==> src/verilog/registerFile.sv <==
`timescale 1ns/1ns
`default_nettype none

module registerFile (
    input  logic        clk,
    input  logic        reset,
    input  logic        writeEnable,
    input  logic [4:0]  readAddrA,
    input  logic [4:0]  readAddrB,
    input  logic [4:0]  writeAddr,
    input  logic [31:0] writeData,
    output logic [31:0] readDataA,
    output logic [31:0] readDataB
);

    // r0 is stored like the rest and only ever cleared
    logic [31:0] regs [32];

    always_ff @(posedge clk) begin
        if (reset) begin
            for (int i = 0; i < 32; i++) begin
                regs[i] <= '0;
            end
        end else if (writeEnable && writeAddr != 5'd0) begin
            regs[writeAddr] <= writeData;
        end
    end

    assign readDataA = regs[readAddrA];
    assign readDataB = regs[readAddrB];

    // Writes aimed at r0 must never land
    assert property (@(posedge clk) disable iff (reset) regs[0] == 32'd0)
        else $error("r0 holds a nonzero value");

endmodule

`default_nettype wire
==> config.mk <==
export PLATFORM = sky130hd
export DESIGN_NAME = registerFile
export DESIGN_NICKNAME = d
export VERILOG_FILES = /design/src/verilog/registerFile.sv
export SDC_FILE = /design/constraint.sdc
export NUM_CORES = 2
export LEC_CHECK = 0
export ABC_CLOCK_PERIOD_IN_PS = 4800
export BUFFER_PORTS_ARGS = -buffer_cell sky130_fd_sc_hd__buf_4
export CORE_MARGIN = 2
export CORE_UTILIZATION = 47
export DETAILED_ROUTE_END_ITERATION = 10
export MAX_ROUTING_LAYER = met4
export PLACE_DENSITY = 0.7
export SLEW_MARGIN = 25
export SYNTH_ARGS = -nofsm -noshare
export SYNTH_HDL_FRONTEND = slang
export SYNTH_SLANG_ARGS = --single-unit
==> constraint.sdc <==
create_clock -name clk -period 4.8 [get_ports clk]
set_clock_uncertainty 0.15 [all_clocks]
set_input_delay 0.24 -clock clk [delete_from_list [all_inputs] [get_ports clk]]
set_output_delay 0.24 -clock clk [all_outputs]
set_load 0.05 [all_outputs]
Word-level counts from Yosys, hierarchy flattened
Memories as Yosys holds them, arrays and structs flattened. Index checks and enable logic that the tools add are counted.

Flip-flop bits (word level): 0. Memories kept: 1. Word-level logic and storage cells: 12. RAM bits: 1024. Input bits: 50.

Reductions and logical operators: 3. Muxes and demuxes: 8.

Memories: regs (words 32, width 32, read ports 2, clocked after Yosys merged registers in 0, write ports 32, line 17) `logic [31:0] regs [32];`.

Operators with widths (count): 32-bit two-way mux (1); 32-bit OR reduction (1); 1-bit two-way mux (6); 5-bit two-way mux (1); 5-bit nonzero test (1); 1-bit logical AND (1).

Longest topological paths before layout
Word-level depth: 7. Depth in mapped cells: 8. Mapped depth without buffers: 5.

Least setup slack after synthesis
No wires, ideal clock.

Path kind: input to output. Start: in readAddrB[1]. End: out readDataB[25]. Setup slack: 2.693 ns. Arrival: 1.717 ns. Required time: 4.410 ns. Path buffers: 4. Stages on the path: 8. Cells stage by stage: buf_2 buf_4 buf_4 buf_6 mux2i_1 a22oi_1 a31oi_1 nand3_1.

Cells in the longest elaborated chain, start to end: 1.

Ends and longest elaborated chain: start, declared (line 9) `input logic [4:0] readAddrB,`; memory 32 x 32 bit; end, declared (line 13) `output logic [31:0] readDataB`.

No other way between the ends.

Worst setup path after layout
Start: in readAddrB[0]. End: out readDataB[14].

The elaborated chain is that of the path after synthesis.

==> flow_metrics.env <==
export IMPL_tightest_slew_ps=1100
export IMPL_crit_start="readAddrB[0]"
export IMPL_pwr_share_clk=0.379
export IMPL_cts_sinks=1024
export IMPL_setup_viol=0
export IMPL_placementRows=126
export IMPL_netSwitchingFraction=0.267
export IMPL_finalWeightedCongestion=0.919
export IMPL_final_cell_count_no_fill=6220
export IMPL_hold_class="primary input to flop"
export IMPL_dr_pass1_iters=5
export IMPL_final_cell_mix="1,024 x mux2i_1, 1,024 x edfxtp_1, 992 x and2_1"
export IMPL_met2_usage=0.477
export IMPL_stdcell_area_um2=62000
export IMPL_max_cap_viol_count=0
export IMPL_post_route_period_util=0.690
export IMPL_routed_via_density=6.36
export IMPL_yosys_area_top_type="edfxtp_1"
export IMPL_finalHoldViolCount=0
export IMPL_hold_start="reset"
export IMPL_post_dp_hpwl_mm=109
export IMPL_cp_arrival_ps=2920
export IMPL_fillers=9864
export IMPL_seq_area_um2=30700
export IMPL_portBuffers=113
export IMPL_max_slew_margin_rel=0.264
export IMPL_num_vias=39600
export IMPL_die_h_um=349
export IMPL_cts_root_buf="clkbuf_16"
export IMPL_report_final_slew_viol_count=0
export IMPL_grt_pass1_vias=38800
export IMPL_start_util=0.473
export IMPL_wl_per_cell_um=30.2
export IMPL_p_int_w=0.0159
export IMPL_pwr_density_cell_nw_per_um2=351
export IMPL_yosysWarnings=0
export IMPL_antenna_left=0
export IMPL_grtUsageMet1=0.392
export IMPL_synth_avg_cell_area_um2=12.1
export IMPL_grt_util_met3=0.0667
export IMPL_grt_ovfl_total=0
export IMPL_max_freq_ghz=0.302
export IMPL_nets=4633
export IMPL_reg_top3="regs (1024)"
export IMPL_ys_types=29
export IMPL_cts_buffers=110
export IMPL_multiInputGateArea_um2=23300
export IMPL_first_iter_violations=4945
export IMPL_cp_end_kind="output port"
export IMPL_synthCells=4605
export IMPL_fin_tns_setup_ps=0
export IMPL_clockBufferDepth=3
export IMPL_critical_path_class="primary input to output port"
export IMPL_status="finished, final reports clean"
export IMPL_top_register="regs"
export IMPL_grt_pass1_wl_mm=267
export IMPL_synthTopCellsByArea="edfxtp_1 55%, mux2i_1 18%, and2_1 11%, a22oi_1 2.6%, a22o_1 2.0%"
export IMPL_largest_reg_flops=1024
export IMPL_postCtsSetupBuffers=0
export IMPL_p_seq_frac=0.487
export IMPL_place_area_um2=58200
export IMPL_core_um2=118000
export IMPL_grt_antenna_before_repair=14
export IMPL_syn_cell_area_um2=55900
export IMPL_combPwrFrac=0.134
export IMPL_busiest_layer="met2"
export IMPL_dieArea_um2=122000
export IMPL_critPathRequiredTime_ps=4410
export IMPL_syn_to_final_growth_pct=11.0
export IMPL_ys_seq_elements=1024
export IMPL_fin_crit_ps=3310
export IMPL_path_clk_slew_ps=60
export IMPL_switchingPower_w=0.00582
export IMPL_p_leak_nw=24.2
export IMPL_grt_usage=0.311
export IMPL_rsz0062_at_grt="false"
export IMPL_ys_seq_area_frac=0.550
export IMPL_htree_levels=3
export IMPL_post_place_cells=5974
export IMPL_critPathLaunchType="primary input"
export IMPL_cp_max_fo=20
export IMPL_routed_wl_mm=188
export IMPL_synth_top_area_share=0.550
export IMPL_drive_above_1_share=0.101
export IMPL_die_w_um=349
export IMPL_grt_max_degree=85
export IMPL_tritoncts="yes"
export IMPL_holdPathStages=2
export IMPL_whs_ps=233
export IMPL_remaining_drc_errors=0
export IMPL_io_pins=114
export IMPL_irDropWorstVdd_v=0.000311
## worst max-delay path, cell delays in order
cell	delay, ps
buf_4	130
nor2b_4	780
buf_4	460
a22o_1	220
nor3_1	60
a31oi_1	480
nand3_1	260
buf_4	270
## stage by stage
step                power [W]  worst slack [ps]   util
floorplan              0.0125              2690      -
global placement       0.0135              1250  0.493
detailed placement     0.0136              1220  0.493
CTS                    0.0217              1620  0.525
global route           0.0223              1540  0.525
finish                 0.0218              1490  0.525
## power groups by stage
stage / registers [W] / clock network, W / logic (W)
2_1_floorplan: 0.0107 / 0 / 0.00183
3_3_place_gp: 0.0107 / 0 / 0.00280
3_5_place_dp: 0.0108 / 0 / 0.00283
4_1_cts: 0.0106 / 0.00826 / 0.00286
5_1_grt: 0.0107 / 0.00861 / 0.00302
6_report: 0.0106 / 0.00825 / 0.00291
## synth_stat cells, drive strengths merged
master and number:
or2 33, nor2 35, or3 2, conb 1, edfxtp 1024, nand2b 5
nor2b 5, mux2i 1024, clkbuf 234, nand3 194, nand2 196, a22o 128
nand3b 4, buf 212, a31oi 64, a21oi 192, a22oi 192, nor3 64
or3b 2, and2 994
## routing by layer
metal / up-vias / routed length [um]
met5: - / 0
met4: 0 / 9750
met3: 509 / 19100
met2: 2358 / 86200
met1: 19900 / 72800
li1: 16800 / -
## final cells by class
class,instances,area share
timing repair buffer,281,0.0413
sequential,1024,0.496
clock inverter,54,0.00813
antenna,14,0.000565
clock buffer,145,0.0468
tap,1536,0.0310
multi-input combinational,3166,0.376
## path summary, 6_finish.rpt
check / to / slack (ps)
worst max-delay path: readDataB[14] / 1490
worst min-delay path: regs[0][29]$_SDFFCE_PN0P_ / 230
## kinds of logic (layout without fill, tap and decap cells)
kind of cell,count (synthesis),after routing,share of synthesized area
simple gates,1534,1534,0.157
other cells,1,46,0.0000671
mux,1024,1024,0.183
buf+inv,446,480,0.0390
compound gates,576,576,0.0702
flops,1024,1024,0.550
## repair_timing
action,CTS,global route
resized for setup,0,0
endpoints found under the setup margin,0,0
hold endpoints to repair,992,0
hold buffers,32,0
Note: power is estimated with default switching activity, not from simulation.
