<file path="config.mk">
export PLATFORM = sky130hd
export DESIGN_NAME = alu
export DESIGN_NICKNAME = d
export VERILOG_FILES = /design/src/verilog/mipsPkg.sv /design/src/verilog/alu.sv
export SDC_FILE = /design/constraint.sdc
export NUM_CORES = 2
export LEC_CHECK = 0
export BUFFER_PORTS_ARGS = -buffer_cell sky130_fd_sc_hd__buf_2
export CORE_UTILIZATION = 40
export DETAILED_ROUTE_END_ITERATION = 7
export PLACE_DENSITY_LB_ADDON = 0.08
export SYNTH_ARGS = -nofsm -noshare
export SYNTH_HDL_FRONTEND = slang
export SYNTH_SLANG_ARGS = --single-unit
</file>
<file path="constraint.sdc">
create_clock -name vclk -period 21
set_input_delay 2.1 -clock vclk [all_inputs]
set_output_delay 2.1 -clock vclk [all_outputs]
set_load 0.03 [all_outputs]
</file>
<file path="src/verilog/mipsPkg.sv">
`default_nettype none

package mipsPkg;

    ////////////////////////////////////////
    // Instruction encodings
    ////////////////////////////////////////

    typedef enum logic [5:0] {
        opSpecial  = 6'h00,
        opRegimm   = 6'h01,
        opJ        = 6'h02,
        opJal      = 6'h03,
        opBeq      = 6'h04,
        opBne      = 6'h05,
        opBlez     = 6'h06,
        opBgtz     = 6'h07,
        opAddi     = 6'h08,
        opSlti     = 6'h0a,
        opOri      = 6'h0d,
        opXori     = 6'h0e,
        opSpecial2 = 6'h1c,
        opLb       = 6'h20,
        opLh       = 6'h21,
        opLw       = 6'h23,
        opSb       = 6'h28,
        opSh       = 6'h29,
        opSw       = 6'h2b
    } opcode_t;

    typedef enum logic [5:0] {
        fnSll = 6'h00,
        fnSrl = 6'h02,
        fnJr  = 6'h08,
        fnAdd = 6'h20,
        fnSub = 6'h22,
        fnAnd = 6'h24,
        fnOr  = 6'h25,
        fnXor = 6'h26,
        fnSlt = 6'h2a
    } funct_t;

    // SPECIAL2 mul reuses the srl function code
    localparam funct_t fnMul = fnSrl;

    localparam logic [4:0] linkReg = 5'd31;

    typedef struct packed {
        opcode_t    op;
        logic [4:0] rs;
        logic [4:0] rt;
        logic [4:0] rd;
        logic [4:0] shamt;
        funct_t     funct;
    } rFields_t;

    typedef struct packed {
        opcode_t     op;
        logic [4:0]  rs;
        logic [4:0]  rt;
        logic [15:0] imm16;
    } iFields_t;

    typedef struct packed {
        opcode_t     op;
        logic [25:0] target26;
    } jFields_t;

    // One fetched word, three views of its fields
    typedef union packed {
        rFields_t rFields;
        iFields_t iFields;
        jFields_t jFields;
    } instrWord_t;

    ////////////////////////////////////////
    // Control and trace
    ////////////////////////////////////////

    typedef enum logic [3:0] {
        aluAdd, aluSub, aluAnd, aluOr, aluXor,
        aluSlt, aluSll, aluSrl, aluMul, aluPassB
    } aluOp_t;

    typedef enum logic [1:0] {
        memWord = 2'd0,
        memHalf = 2'd1,
        memByte = 2'd2
    } memWidth_t;

    typedef enum logic [2:0] {
        brNone, brEq, brNe, brGtz, brLez, brLtz, brGez, brAlways
    } branchKind_t;

    typedef struct packed {
        logic        regDst;
        logic        aluSrcImm;
        logic        extendSigned;
        logic        shiftByShamt;
        logic        memRead;
        logic        memWrite;
        memWidth_t   memWidth;
        logic        memToReg;
        logic        regWrite;
        logic        link;
        logic        jumpReg;
        logic        jumpAbs;
        branchKind_t branchKind;
        aluOp_t      aluOp;
    } control_t;

    typedef struct packed {
        logic        valid;
        logic [31:0] pc;
        logic        regWrite;
        logic [4:0]  wrReg;
        logic [31:0] wrData;
        logic        memWrite;
        logic [31:0] memAddr;
        logic [31:0] storeData;
        memWidth_t   storeWidth;
    } retireTrace_t;

endpackage

`default_nettype wire

</file>
<file path="src/verilog/alu.sv">
`timescale 1ns/1ns
`default_nettype none

module alu (
    input  mipsPkg::aluOp_t op,
    input  logic [31:0]     a,
    input  logic [31:0]     b,
    input  logic [4:0]      shamt,
    output logic [31:0]     result,
    output logic            aZero,
    output logic            aNeg,
    output logic            aEqualsB
);
    import mipsPkg::*;

    always_comb begin
        case (op)
            aluAdd:   result = a + b;
            aluSub:   result = a - b;
            aluAnd:   result = a & b;
            aluOr:    result = a | b;
            aluXor:   result = a ^ b;
            aluSlt:   result = {31'd0, $signed(a) < $signed(b)};
            // Shifts act on the rt side
            aluSll:   result = b << shamt;
            aluSrl:   result = b >> shamt;
            // Low word of the product
            aluMul:   result = a * b;
            aluPassB: result = b;
            default:  result = '0;
        endcase
    end

    // Branch flags, rs against rt
    assign aZero = (a == 32'd0);
    assign aNeg = a[31];
    assign aEqualsB = (a == b);

endmodule

`default_nettype wire

</file>
# [After elaboration in Yosys (flattened, before gate mapping)]
# Cells that the tools add are included.
[word_totals] regBits=0 latch_bits=0 ram_bits=0 mem_bits_ro=0 output_inout_bits=35 elab_cells=22 mem_count=0
[op_classes] add_sub_neg=2 mul=1 n_div=0 magnitude_cmp=1 eq_ne=10 n_shift=2 mux=1 n_bitwise=3 reduce_logical=2
[op_table] op="$pmux 32 s10" count=1
[op_table] op="$add 32x32->32" count=1
[op_table] op="$and 32x32->32" count=1
[op_table] op="$eq 32x32->1" count=1
[op_table] op="$logic_not 32->1" count=1
[op_table] op="$lt 32x32->1" count=1
[op_table] op="$mul 32x32->32" count=1
[op_table] op="$or 32x32->32" count=1
[op_table] op="$shl 32x5->32" count=1
[op_table] op="$shr 32x5->32" count=1
[op_table] op="$sub 32x32->32" count=1
[op_table] op="$xor 32x32->32" count=1
[op_table] op="$eq 4x3->1 const B" count=4
[op_table] op="$eq 4x2->1 const B" count=2
[op_table] op="$eq 4x4->1 const B" count=2
[op_table] op="$eq 4x1->1 const B" count=1
[op_table] op="$logic_not 4->1" count=1

# [Logic depth before layout (Yosys ltp)]
[logic_depth] word_depth=2 ltp_mapped=28

# [Worst setup path after synthesis]
# No wires, ideal clock.
[synth_timing] path_type="input-to-output" startpoint="input port a[10]" endpoint="output port result[22]" arrival_ps=9159 required_time_ps=18900 path_slack_ps=9741 path_stages=21 path_buffers=2 path_cell_list="clkbuf_1 -> inv_1 -> buf_1 -> nor2_1 -> fa_1 -> fa_1 -> fa_1 -> inv_1 -> fa_1 -> inv_1 -> fa_1 -> ha_1 -> fa_1 -> fa_1 -> ha_1 -> and4_1 -> nor4b_1 -> a211oi_1 -> o21ai_0 -> and3_1 -> o311ai_0"
[synth_via] elab_chain_len=2 elab_cells_between_ends=4 classes_between="add/sub: 2; mul: 1; mux: 1"
[synth_rtl] item="start, declared" line="alu.sv:6" rtl="input logic [31:0] a,"
[synth_rtl] item="$mul 32x32->32 (tied with other cells)" line="alu.sv:28" rtl="aluMul: result = a * b;"
[synth_rtl] item="$pmux 32 s10 (*)" line="alu.sv:17" rtl="case (op)"
[synth_rtl] item="end, declared" line="alu.sv:9" rtl="output logic [31:0] result,"
# Mark *: on every way between the ends. The rest lies on a longest branch, timed or not.

# [Worst setup path after layout]
[layout_timing] startpoint="input port a[5]" endpoint="output port result[22]"
# Same word-level chain as after synthesis.

==> results.md <==
* # DRC at 0
* Syn nets at between 3000 and 4000
* Vias in the first global route at around 23000
* Fin nets at around 3600
* Count of final hold-check violations at 0
* Count leader, synth: inv_1
* Final setup violation count at 0
* Die W at 243 um
* Post_cts resized at 0
* Wire per inst at between 30 and 40 um
* Yosys warns at 0
* Crit path required time at 18.90 ns
* Register area at 0 sq um
* Number of clock buffers in the layout at 0
* Worst setup SP type: input pin
* Seq/Total Area, Yosys at 0%
* Slew HR at 25.1%
* Starting density of the core at 40.4%
* Worst Setup SP: a[5]
* RSZ-0062 raised after global routing: no
* Min Tclk post-route at between 10 and 15 ns
* Layout cells sized above 1 at under 10%
* GPL Wtd Cong at 0.998
* Tcrit/Tclk final at 63.4%
* Total GRT Usage at about 39%
* Total core area at 57600 sq um
* Number of sequential cells at 0
* Global-route wire length before repair at around 170000 um
* Synth unique cells at 82
* Die ar. at about 60000 sq um
* P&R area growth vs syn at 5.07%
* Hold Startpoint: a[31]
* Post-Synthesis Cells at slightly below 3000
* Yosys top cell area share at 35.3%
* DRT iter0 DRCs at approximately 2400
* CTS Hold Buffers Added at 0
* Area contributors post-synth: fa_1 (35%), ha_1 (12%), inv_1 (7.5%), nor2_1 (7.3%), nand2_1 (4.6%)
* Ports at 108
* Max Slew Vio Count at 0
* Via density at 6.21
* Drt first pass iters at 8
* Min-Delay Path Class: in -> out
* Synthesized area at approximately 23000 sq um
* Detailed Route WL at between 100000 and 150000 um
* Initial antenna violation count at 3
* Synthesized area per cell at 7.97 sq um
* Fin util at roughly 42%
* Arr. time, crit path at between 10 and 15 ns
* IO buf count at 108
* Setup tns final at 0 ns
* Cell taking the most area after synthesis: fa_1
* Critical setup path kind: in -> out
* FP Rows at 88
* CP endpoint kind: primary output
* Placed wire-length estimate at slightly below 90000 um
* Hold_ws at around 4.6 ns
* Status: complete, no violations
* Die H at between 200 and 250 um
* Fmax at 75.1 MHz
* Via count at 22689
* Largest net degree at the start of global routing at 57
* Maxcap violations at 0
* GRT overflow at 0
* Postcts setup bufs at 0
* Worst-path fanout max at 18
* Antenna viol nets, final at 0
* Synth top cells by count: inv_1 (465), nor2_1 (454), fa_1 (410)
* Worst-Margin Slew at between 1 and 1.5 ns
## metrics by stage
stage	instance area (sq um)	std cells	setup slack [ns]
floorplan	23300	2917	9.74
global placement	24400	3649	8.10
detailed placement	24400	3649	7.93
CTS	24400	3649	7.90
global route	24400	3649	7.52
finish	24400	3651	7.68
## worst max-delay path: stages
cell      delay (ns)
buf_2           0.56
clkinv_1        1.05
nor2_1          0.39
fa_1            0.45
inv_1           0.08
fa_1            0.44
fa_1            0.50
inv_1           0.05
fa_1            0.53
ha_1            0.23
ha_1            0.28
inv_1           0.05
fa_1            0.47
inv_1           0.05
fa_1            0.37
ha_1            0.40
a21o_1          0.21
a21oi_1         0.23
o21ai_0         0.24
a211oi_1        0.54
o21ai_0         0.46
and3_1          0.33
o311ai_0        0.83
buf_2           0.34
## cells in the final DEF (no fill, tap or decap), types with 14 or more instances in the layout
| cell | Yosys | layout |
|---|---|---|
| o21ai_0 | 90 | 90 |
| o211ai_1 | 27 | 27 |
| ha_1 | 219 | 219 |
| nor2_1 | 454 | 453 |
| fa_1 | 410 | 410 |
| buf_4 | 2 | 48 |
| nand3_1 | 27 | 27 |
| a21o_1 | 36 | 36 |
| mux4_2 | 40 | 40 |
| o21bai_1 | 14 | 14 |
| or3_1 | 14 | 14 |
| nand2_1 | 284 | 284 |
| nor3_1 | 28 | 22 |
| a31oi_1 | 15 | 15 |
| a22oi_1 | 30 | 30 |
| a221oi_1 | 24 | 24 |
| inv_1 | 465 | 465 |
| xnor2_1 | 65 | 65 |
| a211oi_1 | 14 | 14 |
| xor2_1 | 22 | 22 |
| nor4_1 | 16 | 14 |
| o22ai_1 | 18 | 18 |
| buf_2 | 8 | 107 |
| a21oi_1 | 115 | 115 |
| nand2b_1 | 21 | 21 |
| mux2i_1 | 84 | 84 |
| o21a_1 | 15 | 15 |
## routing by layer
| metal | GRT usage (%) | up-vias | routed length [um] |
|---|---|---|---|
| met4 | 15.8 | 2 | 5670 |
| met1 | 52.5 | 11568 | 45800 |
| met2 | 60.6 | 1418 | 51300 |
| met5 | 0 | - | 13 |
| li1 | - | 9434 | - |
| met3 | 7.15 | 267 | 11600 |
## kinds of logic (layout without fill, tap and decap cells)
group                    after synthesis  in the layout  share of synthesized area (%)
XOR/XNOR                              87             87                           3.28
AND/OR/NAND/NOR                      887            887                           15.8
buffers and inverters                670            637                           10.9
AO/OA/AOI/OAI                        516            516                           15.3
adder cells (fa/ha/maj)              629            629                           47.1
multiplexers                         128            128                           7.70
other                                  0              2                              0
## area by class of cell
type	count	area (sq um)
Antenna cell	2	5.00
Fill cell	5937	33100
Inverter	482	1810
Multi-Input combinational cell	2247	20800
Tap cell	765	957
Timing Repair Buffer	155	896
## path summary, 6_finish.rpt
check                     to  cells after the start  slack [ns]
setup / recovery  result[22]                     24        7.68
hold / removal          aNeg                      2        4.58
