--- config.mk ---
export PLATFORM = sky130hd
export DESIGN_NAME = controller
export DESIGN_NICKNAME = d
export VERILOG_FILES = /design/src/verilog/mipsPkg.sv /design/src/verilog/controller.sv
export SDC_FILE = /design/constraint.sdc
export NUM_CORES = 1
export LEC_CHECK = 0
export BUFFER_PORTS_ARGS = -buffer_cell sky130_fd_sc_hd__buf_2
export CAP_MARGIN = 10
export CORE_MARGIN = 2
export CORE_UTILIZATION = 37
export DETAILED_ROUTE_END_ITERATION = 8
export PLACE_DENSITY = 0.86
export SYNTH_ARGS = -nofsm -noshare
export SYNTH_HDL_FRONTEND = slang
export SYNTH_SLANG_ARGS = --single-unit
--- constraint.sdc ---
create_clock -name vclk -period 1.36
set_input_delay 0 -clock vclk [all_inputs]
set_output_delay 0 -clock vclk [all_outputs]
set_load 0.03 [all_outputs]
--- src/verilog/mipsPkg.sv ---
`default_nettype none

package mipsPkg;

    ////////////////////////////////////////
    // Instruction encodings
    ////////////////////////////////////////

    typedef enum logic [5:0] {
        opSpecial  = 6'h00,
        opRegimm   = 6'h01,
        opJ        = 6'h02,
        opJal      = 6'h03,
        opBeq      = 6'h04,
        opBne      = 6'h05,
        opBlez     = 6'h06,
        opBgtz     = 6'h07,
        opAddi     = 6'h08,
        opSlti     = 6'h0a,
        opOri      = 6'h0d,
        opXori     = 6'h0e,
        opSpecial2 = 6'h1c,
        opLb       = 6'h20,
        opLh       = 6'h21,
        opLw       = 6'h23,
        opSb       = 6'h28,
        opSh       = 6'h29,
        opSw       = 6'h2b
    } opcode_t;

    typedef enum logic [5:0] {
        fnSll = 6'h00,
        fnSrl = 6'h02,
        fnJr  = 6'h08,
        fnAdd = 6'h20,
        fnSub = 6'h22,
        fnAnd = 6'h24,
        fnOr  = 6'h25,
        fnXor = 6'h26,
        fnSlt = 6'h2a
    } funct_t;

    // SPECIAL2 mul reuses the srl function code
    localparam funct_t fnMul = fnSrl;

    localparam logic [4:0] linkReg = 5'd31;

    typedef struct packed {
        opcode_t    op;
        logic [4:0] rs;
        logic [4:0] rt;
        logic [4:0] rd;
        logic [4:0] shamt;
        funct_t     funct;
    } rFields_t;

    typedef struct packed {
        opcode_t     op;
        logic [4:0]  rs;
        logic [4:0]  rt;
        logic [15:0] imm16;
    } iFields_t;

    typedef struct packed {
        opcode_t     op;
        logic [25:0] target26;
    } jFields_t;

    // One fetched word, three views of its fields
    typedef union packed {
        rFields_t rFields;
        iFields_t iFields;
        jFields_t jFields;
    } instrWord_t;

    ////////////////////////////////////////
    // Control and trace
    ////////////////////////////////////////

    typedef enum logic [3:0] {
        aluAdd, aluSub, aluAnd, aluOr, aluXor,
        aluSlt, aluSll, aluSrl, aluMul, aluPassB
    } aluOp_t;

    typedef enum logic [1:0] {
        memWord = 2'd0,
        memHalf = 2'd1,
        memByte = 2'd2
    } memWidth_t;

    typedef enum logic [2:0] {
        brNone, brEq, brNe, brGtz, brLez, brLtz, brGez, brAlways
    } branchKind_t;

    typedef struct packed {
        logic        regDst;
        logic        aluSrcImm;
        logic        extendSigned;
        logic        shiftByShamt;
        logic        memRead;
        logic        memWrite;
        memWidth_t   memWidth;
        logic        memToReg;
        logic        regWrite;
        logic        link;
        logic        jumpReg;
        logic        jumpAbs;
        branchKind_t branchKind;
        aluOp_t      aluOp;
    } control_t;

    typedef struct packed {
        logic        valid;
        logic [31:0] pc;
        logic        regWrite;
        logic [4:0]  wrReg;
        logic [31:0] wrData;
        logic        memWrite;
        logic [31:0] memAddr;
        logic [31:0] storeData;
        memWidth_t   storeWidth;
    } retireTrace_t;

endpackage

`default_nettype wire

--- src/verilog/controller.sv ---
`timescale 1ns/1ns
`default_nettype none

module controller (
    input  mipsPkg::instrWord_t instr,
    output mipsPkg::control_t   ctrl
);
    import mipsPkg::*;

    always_comb begin
        ctrl = '0;
        ctrl.branchKind = brNone;
        ctrl.memWidth = memWord;
        ctrl.aluOp = aluAdd;

        case (instr.rFields.op)
            ////////////////////////////////////////
            // R-type, jr lives here too
            ////////////////////////////////////////
            opSpecial: begin
                ctrl.regDst = 1'b1;
                ctrl.regWrite = 1'b1;
                case (instr.rFields.funct)
                    fnAdd: ctrl.aluOp = aluAdd;
                    fnSub: ctrl.aluOp = aluSub;
                    fnAnd: ctrl.aluOp = aluAnd;
                    fnOr:  ctrl.aluOp = aluOr;
                    fnXor: ctrl.aluOp = aluXor;
                    fnSlt: ctrl.aluOp = aluSlt;
                    fnSll: begin
                        ctrl.aluOp = aluSll;
                        ctrl.shiftByShamt = 1'b1;
                    end
                    fnSrl: begin
                        ctrl.aluOp = aluSrl;
                        ctrl.shiftByShamt = 1'b1;
                    end
                    fnJr: begin
                        ctrl.regWrite = 1'b0;
                        ctrl.jumpReg = 1'b1;
                        ctrl.branchKind = brAlways;
                        ctrl.aluOp = aluPassB;
                    end
                    // Unknown function retires as a nop
                    default: ctrl.regWrite = 1'b0;
                endcase
            end

            // Only mul is decoded under SPECIAL2
            opSpecial2: begin
                if (instr.rFields.funct == fnMul) begin
                    ctrl.regDst = 1'b1;
                    ctrl.regWrite = 1'b1;
                    ctrl.aluOp = aluMul;
                end
            end

            ////////////////////////////////////////
            // Loads and stores
            ////////////////////////////////////////
            opLw, opLh, opLb: begin
                ctrl.aluSrcImm = 1'b1;
                ctrl.extendSigned = 1'b1;
                ctrl.memRead = 1'b1;
                ctrl.memToReg = 1'b1;
                ctrl.regWrite = 1'b1;
                ctrl.memWidth = (instr.iFields.op == opLw) ? memWord :
                                (instr.iFields.op == opLh) ? memHalf : memByte;
            end

            opSw, opSh, opSb: begin
                ctrl.aluSrcImm = 1'b1;
                ctrl.extendSigned = 1'b1;
                ctrl.memWrite = 1'b1;
                ctrl.memWidth = (instr.iFields.op == opSw) ? memWord :
                                (instr.iFields.op == opSh) ? memHalf : memByte;
            end

            ////////////////////////////////////////
            // Branches and jumps
            ////////////////////////////////////////
            opRegimm: begin
                ctrl.extendSigned = 1'b1;
                case (instr.iFields.rt)
                    5'd0:    ctrl.branchKind = brLtz;
                    5'd1:    ctrl.branchKind = brGez;
                    default: ctrl.branchKind = brNone;
                endcase
            end

            opBeq, opBne, opBgtz, opBlez: begin
                ctrl.extendSigned = 1'b1;
                ctrl.aluOp = aluSub;
                case (instr.iFields.op)
                    opBeq:   ctrl.branchKind = brEq;
                    opBne:   ctrl.branchKind = brNe;
                    opBgtz:  ctrl.branchKind = brGtz;
                    default: ctrl.branchKind = brLez;
                endcase
            end

            opJ, opJal: begin
                ctrl.jumpAbs = 1'b1;
                ctrl.branchKind = brAlways;
                ctrl.aluOp = aluPassB;
                // Return address goes to r31
                ctrl.link = (instr.jFields.op == opJal);
                ctrl.regWrite = (instr.jFields.op == opJal);
            end

            // I-type ALU group, unknown opcodes land here as well
            default: begin
                ctrl.aluSrcImm = 1'b1;
                ctrl.regWrite = 1'b1;
                case (instr.iFields.op)
                    opOri: ctrl.aluOp = aluOr;
                    opXori: ctrl.aluOp = aluXor;
                    opSlti: begin
                        ctrl.aluOp = aluSlt;
                        ctrl.extendSigned = 1'b1;
                    end
                    default: begin
                        ctrl.aluOp = aluAdd;
                        ctrl.extendSigned = 1'b1;
                    end
                endcase
            end
        endcase
    end

    // A load and a store never share one instruction
    always_comb begin
        assert final (!(ctrl.memRead && ctrl.memWrite))
            else $error("controller drives memRead and memWrite together");
    end

endmodule

`default_nettype wire

Word-level counts from Yosys, hierarchy flattened
Index checks and enable logic that the tools add are counted.
- equality and inequality tests: 26
- muxes and demuxes: 28
- reductions and logical operators: 15
- operators by type and width (kind ; number):
    equality test 6 bit, second input constant ; 12
    one-hot mux 4 bit (8 select lines) ; 1
    equality test 6 x 3 -> 1 bit, second input constant ; 4
    equality test 6 x 4 -> 1 bit, second input constant ; 4
    one-hot mux 4 bit (5 select lines) ; 1
    equality test 6 x 2 -> 1 bit, second input constant ; 3
    one-hot mux 3 bit (3 select lines) ; 2
    OR reduction 8 bit ; 2
    zero test 6 bit ; 2
    two-way mux 1 bit ; 12
    one-hot mux 3 bit (4 select lines) ; 1
    OR reduction 11 bit ; 1
    OR reduction 9 bit ; 1
    two-way mux 2 bit ; 4
    OR reduction 4 bit ; 2
    OR reduction 7 bit ; 1
    equality test 6 x 1 -> 1 bit, second input constant ; 1
    equality test 6 x 5 -> 1 bit, second input constant ; 1
    one-hot mux 3 bit (2 select lines) ; 1
    OR reduction 2 bit ; 3
    OR reduction 3 bit ; 2
    equality test 5 x 1 -> 1 bit, second input constant ; 1
    zero test 5 bit ; 1
    two-way mux 4 bit ; 1
    4 further kinds ; 5
- register bits after elaboration: 0
- bits of input ports: 32
- output and inout port bits: 20
- word-level logic and storage cells: 69

Longest topological paths before layout
Gate-level depths: netlist of run 1.
- depth in word-level cells: 4
- mapped depth: 6
- gate-level depth less buffers: 4

Worst setup path before layout of run 1
OpenSTA, ideal clock, no wires.
- path type: input -> output
- start: input port instr[29] in the netlist's numbering
- end: output port ctrl[15] in the netlist's numbering
- arrival: 1940 ps
- data required time: 1360 ps
- path slack: -580 ps
- stages: 4
- buffers on the path: 2
- cells stage by stage: clkbuf_1 or2_2 nor4b_1 buf_4
- RTL lines (what ; RTL line ; source):
    start, declared ; controller.sv:5 ; input mipsPkg::instrWord_t instr,
    end, declared ; controller.sv:6 ; output mipsPkg::control_t ctrl

==> reports/metrics.cfg, run 1 <==
[run_status]
outcome=complete, but fails checks
failed_checks=negative setup slack

[timing]
fin_crit_ns=1.54
timing.final.setup_violations=3
layout_setup_ws_ns=-0.177
rsz0062_at_grt=true
hold_violations=0
post-route-period-util_pct=113
fmax_ghz=0.650
tightest_slew_ns=0.470
slew_headroom_pct=68.4
slew_viol_final=0

[yosys]
post-synth-top-area-cell=nor2_1
synth_cells=87
syn_avg_cell_area_um2=5.74
synth_area_leaders=nor2_1, nand2_1, clkbuf_1, nand2b_1, a22oi_1
synth.distinct_cells=33
syn-cell-area_um2=499
syn_nets=119
ys_seq_area_share_pct=0
yosysTopAreaCellShare_pct=7.52
yosysWarnings=0

[power_and_ir_drop]
ir_drop_mv=0.144
p_leak_uw=0.000403
pwr_density_cell_mw_per_mm2=270

[route]
vias=819
postRouteWirelength_mm=1.75
ant_nets=0
viasPerCell=5.77
drt_pass1_iterations=4
wire_per_inst_um=12.3
drc=0
drt_iter0_markers=20

[worst_setup_path]
slowest_stage=or4_4
path_buf_inv=2
setup.worst_path.start_class=input port
path_delay_family=simple AND/OR/NAND/NOR gates
required_ns=1.36
crit_arrival_ns=1.54
crit_chain=buf_6 -> or3_4 -> or3_4 -> or4_4 -> nand4_1 -> buf_6
critPathKind=input port to primary output
endpoint_kind=primary output
slowest_delay_ns=0.45
path_max_fanout=3

[layout]
stdcell_area_um2=815
drive_gt1_share_pct=47.2
fin_nets=161
num_antenna_cells=0
seqCellArea_um2=0
area_growth_pct=63.2
utilization_pct=63.4
seq_cell_count=0
clkbuf_count=0
num-fill-cells=116

[placement]
place_area_um2=768
gp_congestion=0.783
hpwl_mm=1.41
io_buffer_count=37

[floorplanning]
die_w_um=40.7
dieArea_mm2=0.00166
core-area_mm2=0.00128
row_count=13
die-height_um=40.7
start_util_pct=38.9
io_pins=52

[global_routing]
antenna_found_initial=0
overflow=0
grt.total_usage_pct=22.0
first_global_vias=628
grt_pass1_wl_mm=2.55
grt_max_degree=11

[worst_hold_path]
min_path_type=input port to primary output

[run]
max_cap_violations=0

## cells in the mapped netlist, drive strengths merged
master   n
buf      1
clkbuf   7
or2      3
or3      3
nand4    2
o22ai    2
o21ai    4
o32ai    1
a21o     2
nor3     3
a31oi    3
o31a     1
nor4     2
nand4b   2
nor2b    1
nand3    4
nor4bb   1
nor2    10
xnor2    1
a21oi    3
nor4b    1
and2     1
or4      1
nand2b   4
a22oi    3
a211o    1
inv      5
nand2    9
o22a     1
nand3b   1
o31ai    3
xor2     1
## cell usage in the layout, fill, tap and decap left out, types with 2 or more instances in the layout
cell and count:
buf_2 31, buf_4 12, nor2_1 10, nand2_1 7, inv_1 5, buf_6 5, nand3_1 4, nand2b_1 4
or2_2 3, nor3_1 3, a31oi_1 3, o21ai_0 3, a21oi_1 3, a22oi_1 3, nand4b_1 2, or3_4 2
nor4_1 2, nand4_1 2, nand2_2 2, o22ai_1 2, a21o_1 2, o31ai_1 2
## where the power goes
group | leakage, uW | internal, uW | switching (uW)
Combinational | 0.000403 | 93.0 | 127
Clock | 0 | 0 | 0
Sequential | 0 | 0 | 0
Total | 0.000403 | 93.0 | 127
## routing by layer
metal | up-vias | part of all wire (%) | GRT usage, %
li1 | 404 | - | -
met1 | 362 | 41 | 26.6
met2 | 48 | 49 | 41.7
met3 | 5 | 8.1 | 1.63
met4 | 0 | 1.8 | 4.17
met5 | - | 0 | 0
## per-stage QoR
step / worst slack, ns / hold WS [ns] / TNS [ns] / std cells / total power, uW
global route: -0.227 / 0.402 / -0.601 / 142 / 239
detailed placement: -0.224 / 0.385 / -0.643 / 141 / 206
global placement: -0.214 / 0.376 / -0.608 / 141 / 200
CTS: -0.173 / 0.385 / -0.446 / 141 / 214
floorplan: -0.0931 / 0.0747 / -0.232 / 87 / 127
finish: -0.177 / 0.388 / -0.468 / 142 / 220
## logic make-up after synthesis
logic type             count (synthesis)  synth area share (%)
AND/OR/NAND/NOR                       48                  53.4
AO/OA/AOI/OAI                         24                  32.6
XOR/XNOR                               2                  3.51
buffers and inverters                 13                  10.5
## final timing paths
kind | endpoint | start | depth (start not counted)
setup / recovery | ctrl[10] | instr[0] | 6
hold / removal | ctrl[11] | instr[30] | 3
## cell type report
| type | instances | area (um^2) | share of cell area (%) |
|---|---|---|---|
| well taps | 15 | 18.8 | 2.30 |
| inverters | 5 | 18.8 | 2.30 |
| repair buffers | 48 | 302 | 37.0 |
| multi-input cells | 74 | 475 | 58.4 |
## worst min-delay path: stages
cell     delay (ns)
buf_2          0.15
nor4b_2        0.07
buf_2          0.17
## repair_timing
action                                  CTS  global route
resized for setup                         8             2
buffers inserted                          0             1
endpoints found under the setup margin    3             4
pin swaps                                 1             2
hold buffers                              0             0
cloned                                    0             0
Power figures use the tool's default switching activity.
==> run 2: changes to the inputs <==
--- a/config.mk
+++ b/config.mk
@@ -7,10 +7,11 @@
 export LEC_CHECK = 0
 export BUFFER_PORTS_ARGS = -buffer_cell sky130_fd_sc_hd__buf_2
 export CAP_MARGIN = 10
-export CORE_MARGIN = 2
+export CORE_MARGIN = 4
 export CORE_UTILIZATION = 37
 export DETAILED_ROUTE_END_ITERATION = 8
 export PLACE_DENSITY = 0.86
+export REMOVE_ABC_BUFFERS = 1
 export SYNTH_ARGS = -nofsm -noshare
 export SYNTH_HDL_FRONTEND = slang
 export SYNTH_SLANG_ARGS = --single-unit
==> reports/metrics.cfg, run 2 (synthesized netlist as in run 1, its figures left out) <==
[worst_setup_path]
setup.worst_path.start_class=input port
path_buf_inv=2
slowest_stage=or4_4
slowest_delay_ns=0.44
cp-endpoint=ctrl[10]
path_delay_family=simple AND/OR/NAND/NOR gates
endpoint_kind=primary output
path_max_fanout=3
critPathKind=input port to primary output
crit_arrival_ns=1.49
cp_num_cells=6
critPathLaunch=instr[0]
required_ns=1.36
crit_chain=buf_6 -> or3_4 -> or3_4 -> or4_4 -> nand4_1 -> buf_6

[route]
wl_met3_um=114
drt_iter0_markers=22
met1Wirelength_um=722
viasPerCell=5.82
route.met2.wl_um=984
drt_pass1_iterations=4
highest_layer=met4
ant_nets=0
drc=0
postRouteWirelength_mm=1.85
vias=803
wire_per_inst_um=13.4

[timing]
tightest_slew_ns=0.369
rsz0062_at_grt=true
hold_violations=0
slew_viol_final=0
hold-worst-slack_ns=0.387
timing.final.setup_violations=3
post-route-period-util_pct=110
slew_headroom_pct=75.0
fmax_ghz=0.670
fin_crit_ns=1.49
layout_setup_ws_ns=-0.133

[placement]
gp_congestion=0.834
pre_cts_ws_ns=-0.229
io_buffer_count=37
place_area_um2=728
hpwl_mm=1.51

[layout]
final_common_cell=buf_2
seqCellArea_um2=0
seq_cell_count=0
clkbuf_count=0
area_growth_pct=54.9
multi_input_area_um2=460
fin_nets=158
num_antenna_cells=0
drive_gt1_share_pct=43.5
final_cell_mix=buf_2, nor2_1, nand2_1, buf_4
stdcell_area_um2=773
num-fill-cells=118

[floorplanning]
die-height_um=44.7
dieArea_mm2=0.00200
start_util_pct=42.1
core-area_mm2=0.00119
io_pins=52
row_count=12
die_w_um=44.7

[global_routing]
first_global_vias=665
grt.total_usage_pct=18.3
grt_max_degree=13
grt_pass1_wl_mm=2.89
antenna_found_initial=0
overflow=0

[power_and_ir_drop]
ir_drop_mv=0.113
pwr_density_cell_mw_per_mm2=273
p_leak_uw=0.000386

[worst_hold_path]
min_path_type=input port to primary output

[run_status]
outcome=complete, but fails checks
failed_checks=negative setup slack

[cts]
cts_hold_buf=0

[run]
max_cap_violations=0

## run 2: cell types whose count changed in the layout (fill, tap and decap cells not counted)
cell / delta
o32ai_1: +1
buf_2: +1
o31ai_2: -1
nor4_1: -1
nor4b_2: -1
nor4b_1: +1
o32ai_2: -1
nor4_2: +1
o31ai_1: +1
nand2_2: -1
nand2_1: +1
o21ai_1: -1
o21ai_0: +1
buf_4: -4
## run 2: worst min path at each step
stage          depth (start not counted)        to      start  slack [ns]
3_5_place_dp                           3  ctrl[15]  instr[30]        0.38
2_1_floorplan                          1  ctrl[13]  instr[26]        0.12
5_1_grt                                4  ctrl[16]   instr[4]        0.41
6_report                               3  ctrl[15]  instr[30]        0.39
3_3_place_gp                           3  ctrl[15]  instr[30]        0.38
4_1_cts                                3  ctrl[15]  instr[30]        0.38
## run 2: through the flow
step                util (%)  TNS (ns)  cells  total power, uW
floorplan                  -     -2.00     79              104
global placement        61.4    -0.653    138              192
detailed placement      61.4    -0.675    138              198
CTS                     64.7    -0.316    138              207
global route            65.2    -0.460    138              230
finish                  65.2    -0.340    138              211
## run 2: power by group
part	total (uW)	leakage, uW	switching [uW]	internal, uW
clock	0	0	0	0
combinational	211	0.000386	125	86.3
sequential	0	0	0	0
## run 2: cell type report
cell class         instances  area share (%)
repair buffers            45            35.8
inverters                  5            2.43
well taps                 14            2.27
multi-input cells         74            59.5
## run 2: routing by layer
metal  track usage (%)  vias up
met3             0.797        4
met5                 0        -
li1                  -      397
met1              21.6      367
met4              3.61        0
met2              35.5       35
## run 2: repair_timing
item | CTS | global route
pin swaps | 2 | 0
buffers inserted | 0 | 0
setup endpoints to repair | 3 | 4
gates resized for setup | 10 | 1
==> run 3: changes to the inputs <==
--- a/config.mk
+++ b/config.mk
@@ -10,6 +10,7 @@
 export CORE_MARGIN = 4
 export CORE_UTILIZATION = 37
 export DETAILED_ROUTE_END_ITERATION = 8
+export MAX_ROUTING_LAYER = met4
 export PLACE_DENSITY = 0.86
 export REMOVE_ABC_BUFFERS = 1
 export SYNTH_ARGS = -nofsm -noshare
==> reports/metrics.cfg, run 3 (synthesized netlist as in run 1, its figures left out) <==
[run_status]
outcome=complete, but fails checks
failed_checks=negative setup slack

[route]
drc=0
ant_nets=0
wire_per_inst_um=13.5
postRouteWirelength_mm=1.87
drt_iter0_markers=18
viasPerCell=5.79
vias=799
drt_pass1_iterations=4

[global_routing]
grt.busiest_layer=met2
met1_usage_pct=21.9
use_met3_pct=0.398
antenna_found_initial=0
use_met2_pct=35.5
grt.total_usage_pct=18.8
grt_pass1_wl_mm=2.89
overflow=0
first_global_vias=665
grt_max_degree=13

[layout]
multi_input_area_um2=460
final_cell_mix=buf_2, nor2_1, nand2_1, buf_4
num-fill-cells=118
final_common_cell=buf_2
area_growth_pct=54.9
stdcell_count=138
fin_nets=158
seqCellArea_um2=0
drive_gt1_share_pct=43.5
num_antenna_cells=0
clkbuf_count=0
seq_cell_count=0

[worst_hold_path]
min_path_type=input port to primary output
min_path_cells=3
hp-start=instr[30]
whs_endpoint=ctrl[15]

[power_and_ir_drop]
p_seq_share_pct=0
pwr_density_cell_mw_per_mm2=274
intPower_uw=86.3
p_leak_uw=0.000386
ir_drop_mv=0.114
power.switching_uw=126
comb_power_share_pct=100.0
p_clk_share_pct=0
swShare_pct=59.2

[placement]
placedCellCount=138
io_buffer_count=37
hpwl_mm=1.51
pre_cts_ws_ns=-0.229
gp_congestion=0.847

[worst_setup_path]
path_delay_family=simple AND/OR/NAND/NOR gates
setup.worst_path.start_class=input port
slowest_delay_ns=0.44
path_buf_inv=2
path_max_fanout=3
required_ns=1.36
crit_arrival_ns=1.49
crit_chain=buf_6 -> or3_4 -> or3_4 -> or4_4 -> nand4_1 -> buf_6
slowest_stage=or4_4
endpoint_kind=primary output
critPathKind=input port to primary output

[cts]
cts_hold_buf=0
postCtsSetupBuffers=0

[timing]
timing.final.setup_violations=3
rsz0062_at_grt=true
fin_crit_ns=1.49
fmax_ghz=0.672
post-route-period-util_pct=109
tightest_slew_ns=0.383
slew_headroom_pct=74.1
hold_violations=0
layout_setup_ws_ns=-0.129
slew_viol_final=0

[run]
max_cap_violations=0

[floorplanning]
die-height_um=44.7
start_util_pct=42.1
core-area_mm2=0.00119
die_w_um=44.7
row_count=12
io_pins=52
dieArea_mm2=0.00200

## run 3: cell counts in the layout (fill, tap and decap cells not counted)
Identical to the previous run, type by type.
## run 3: worst max-delay path by stage
stage	startpoint	end	slack [ns]	depth (start not counted)
5_1_grt	instr[0]	ctrl[10]	-0.17	6
4_1_cts	instr[0]	ctrl[10]	-0.12	6
6_report	instr[0]	ctrl[10]	-0.13	6
3_3_place_gp	instr[0]	ctrl[10]	-0.22	6
3_5_place_dp	instr[0]	ctrl[10]	-0.23	6
2_1_floorplan	instr[29]	ctrl[11]	-0.88	2
## run 3: layout make-up
| type | instances | share of cell area [%] |
|---|---|---|
| Inverter | 5 | 2.43 |
| Multi-Input combinational cell | 74 | 59.5 |
| Tap cell | 14 | 2.27 |
| Timing Repair Buffer | 45 | 35.8 |
## run 3: per-layer routing
layer	share of wire [%]	up-vias
met5	0	-
met1	40	361
li1	-	397
met2	53	37
met3	5.9	4
met4	1.2	0
## run 3: timing repair
item                                    CTS  global route
endpoints found under the setup margin    3             4
cloned                                    0             0
pin swaps                                 2             0
gates resized for setup                  10             1
## run 3: stage by stage
step / TNS, ns / util, % / hold WS, ns / total power, uW / area [um^2]
finish: -0.335 / 65.2 / 0.391 / 212 / 773
global route: -0.460 / 65.2 / 0.407 / 230 / 773
CTS: -0.316 / 64.7 / 0.382 / 207 / 767
detailed placement: -0.675 / 61.4 / 0.381 / 198 / 728
global placement: -0.653 / 61.4 / 0.378 / 192 / 728
floorplan: -2.00 / - / 0.115 / 104 / 465
## run 3: power by group through the flow
stage               clock network [uW]  registers (uW)  logic, uW
floorplan                            0               0        104
global placement                     0               0        192
detailed placement                   0               0        198
CTS                                  0               0        207
global route                         0               0        230
finish                               0               0        212
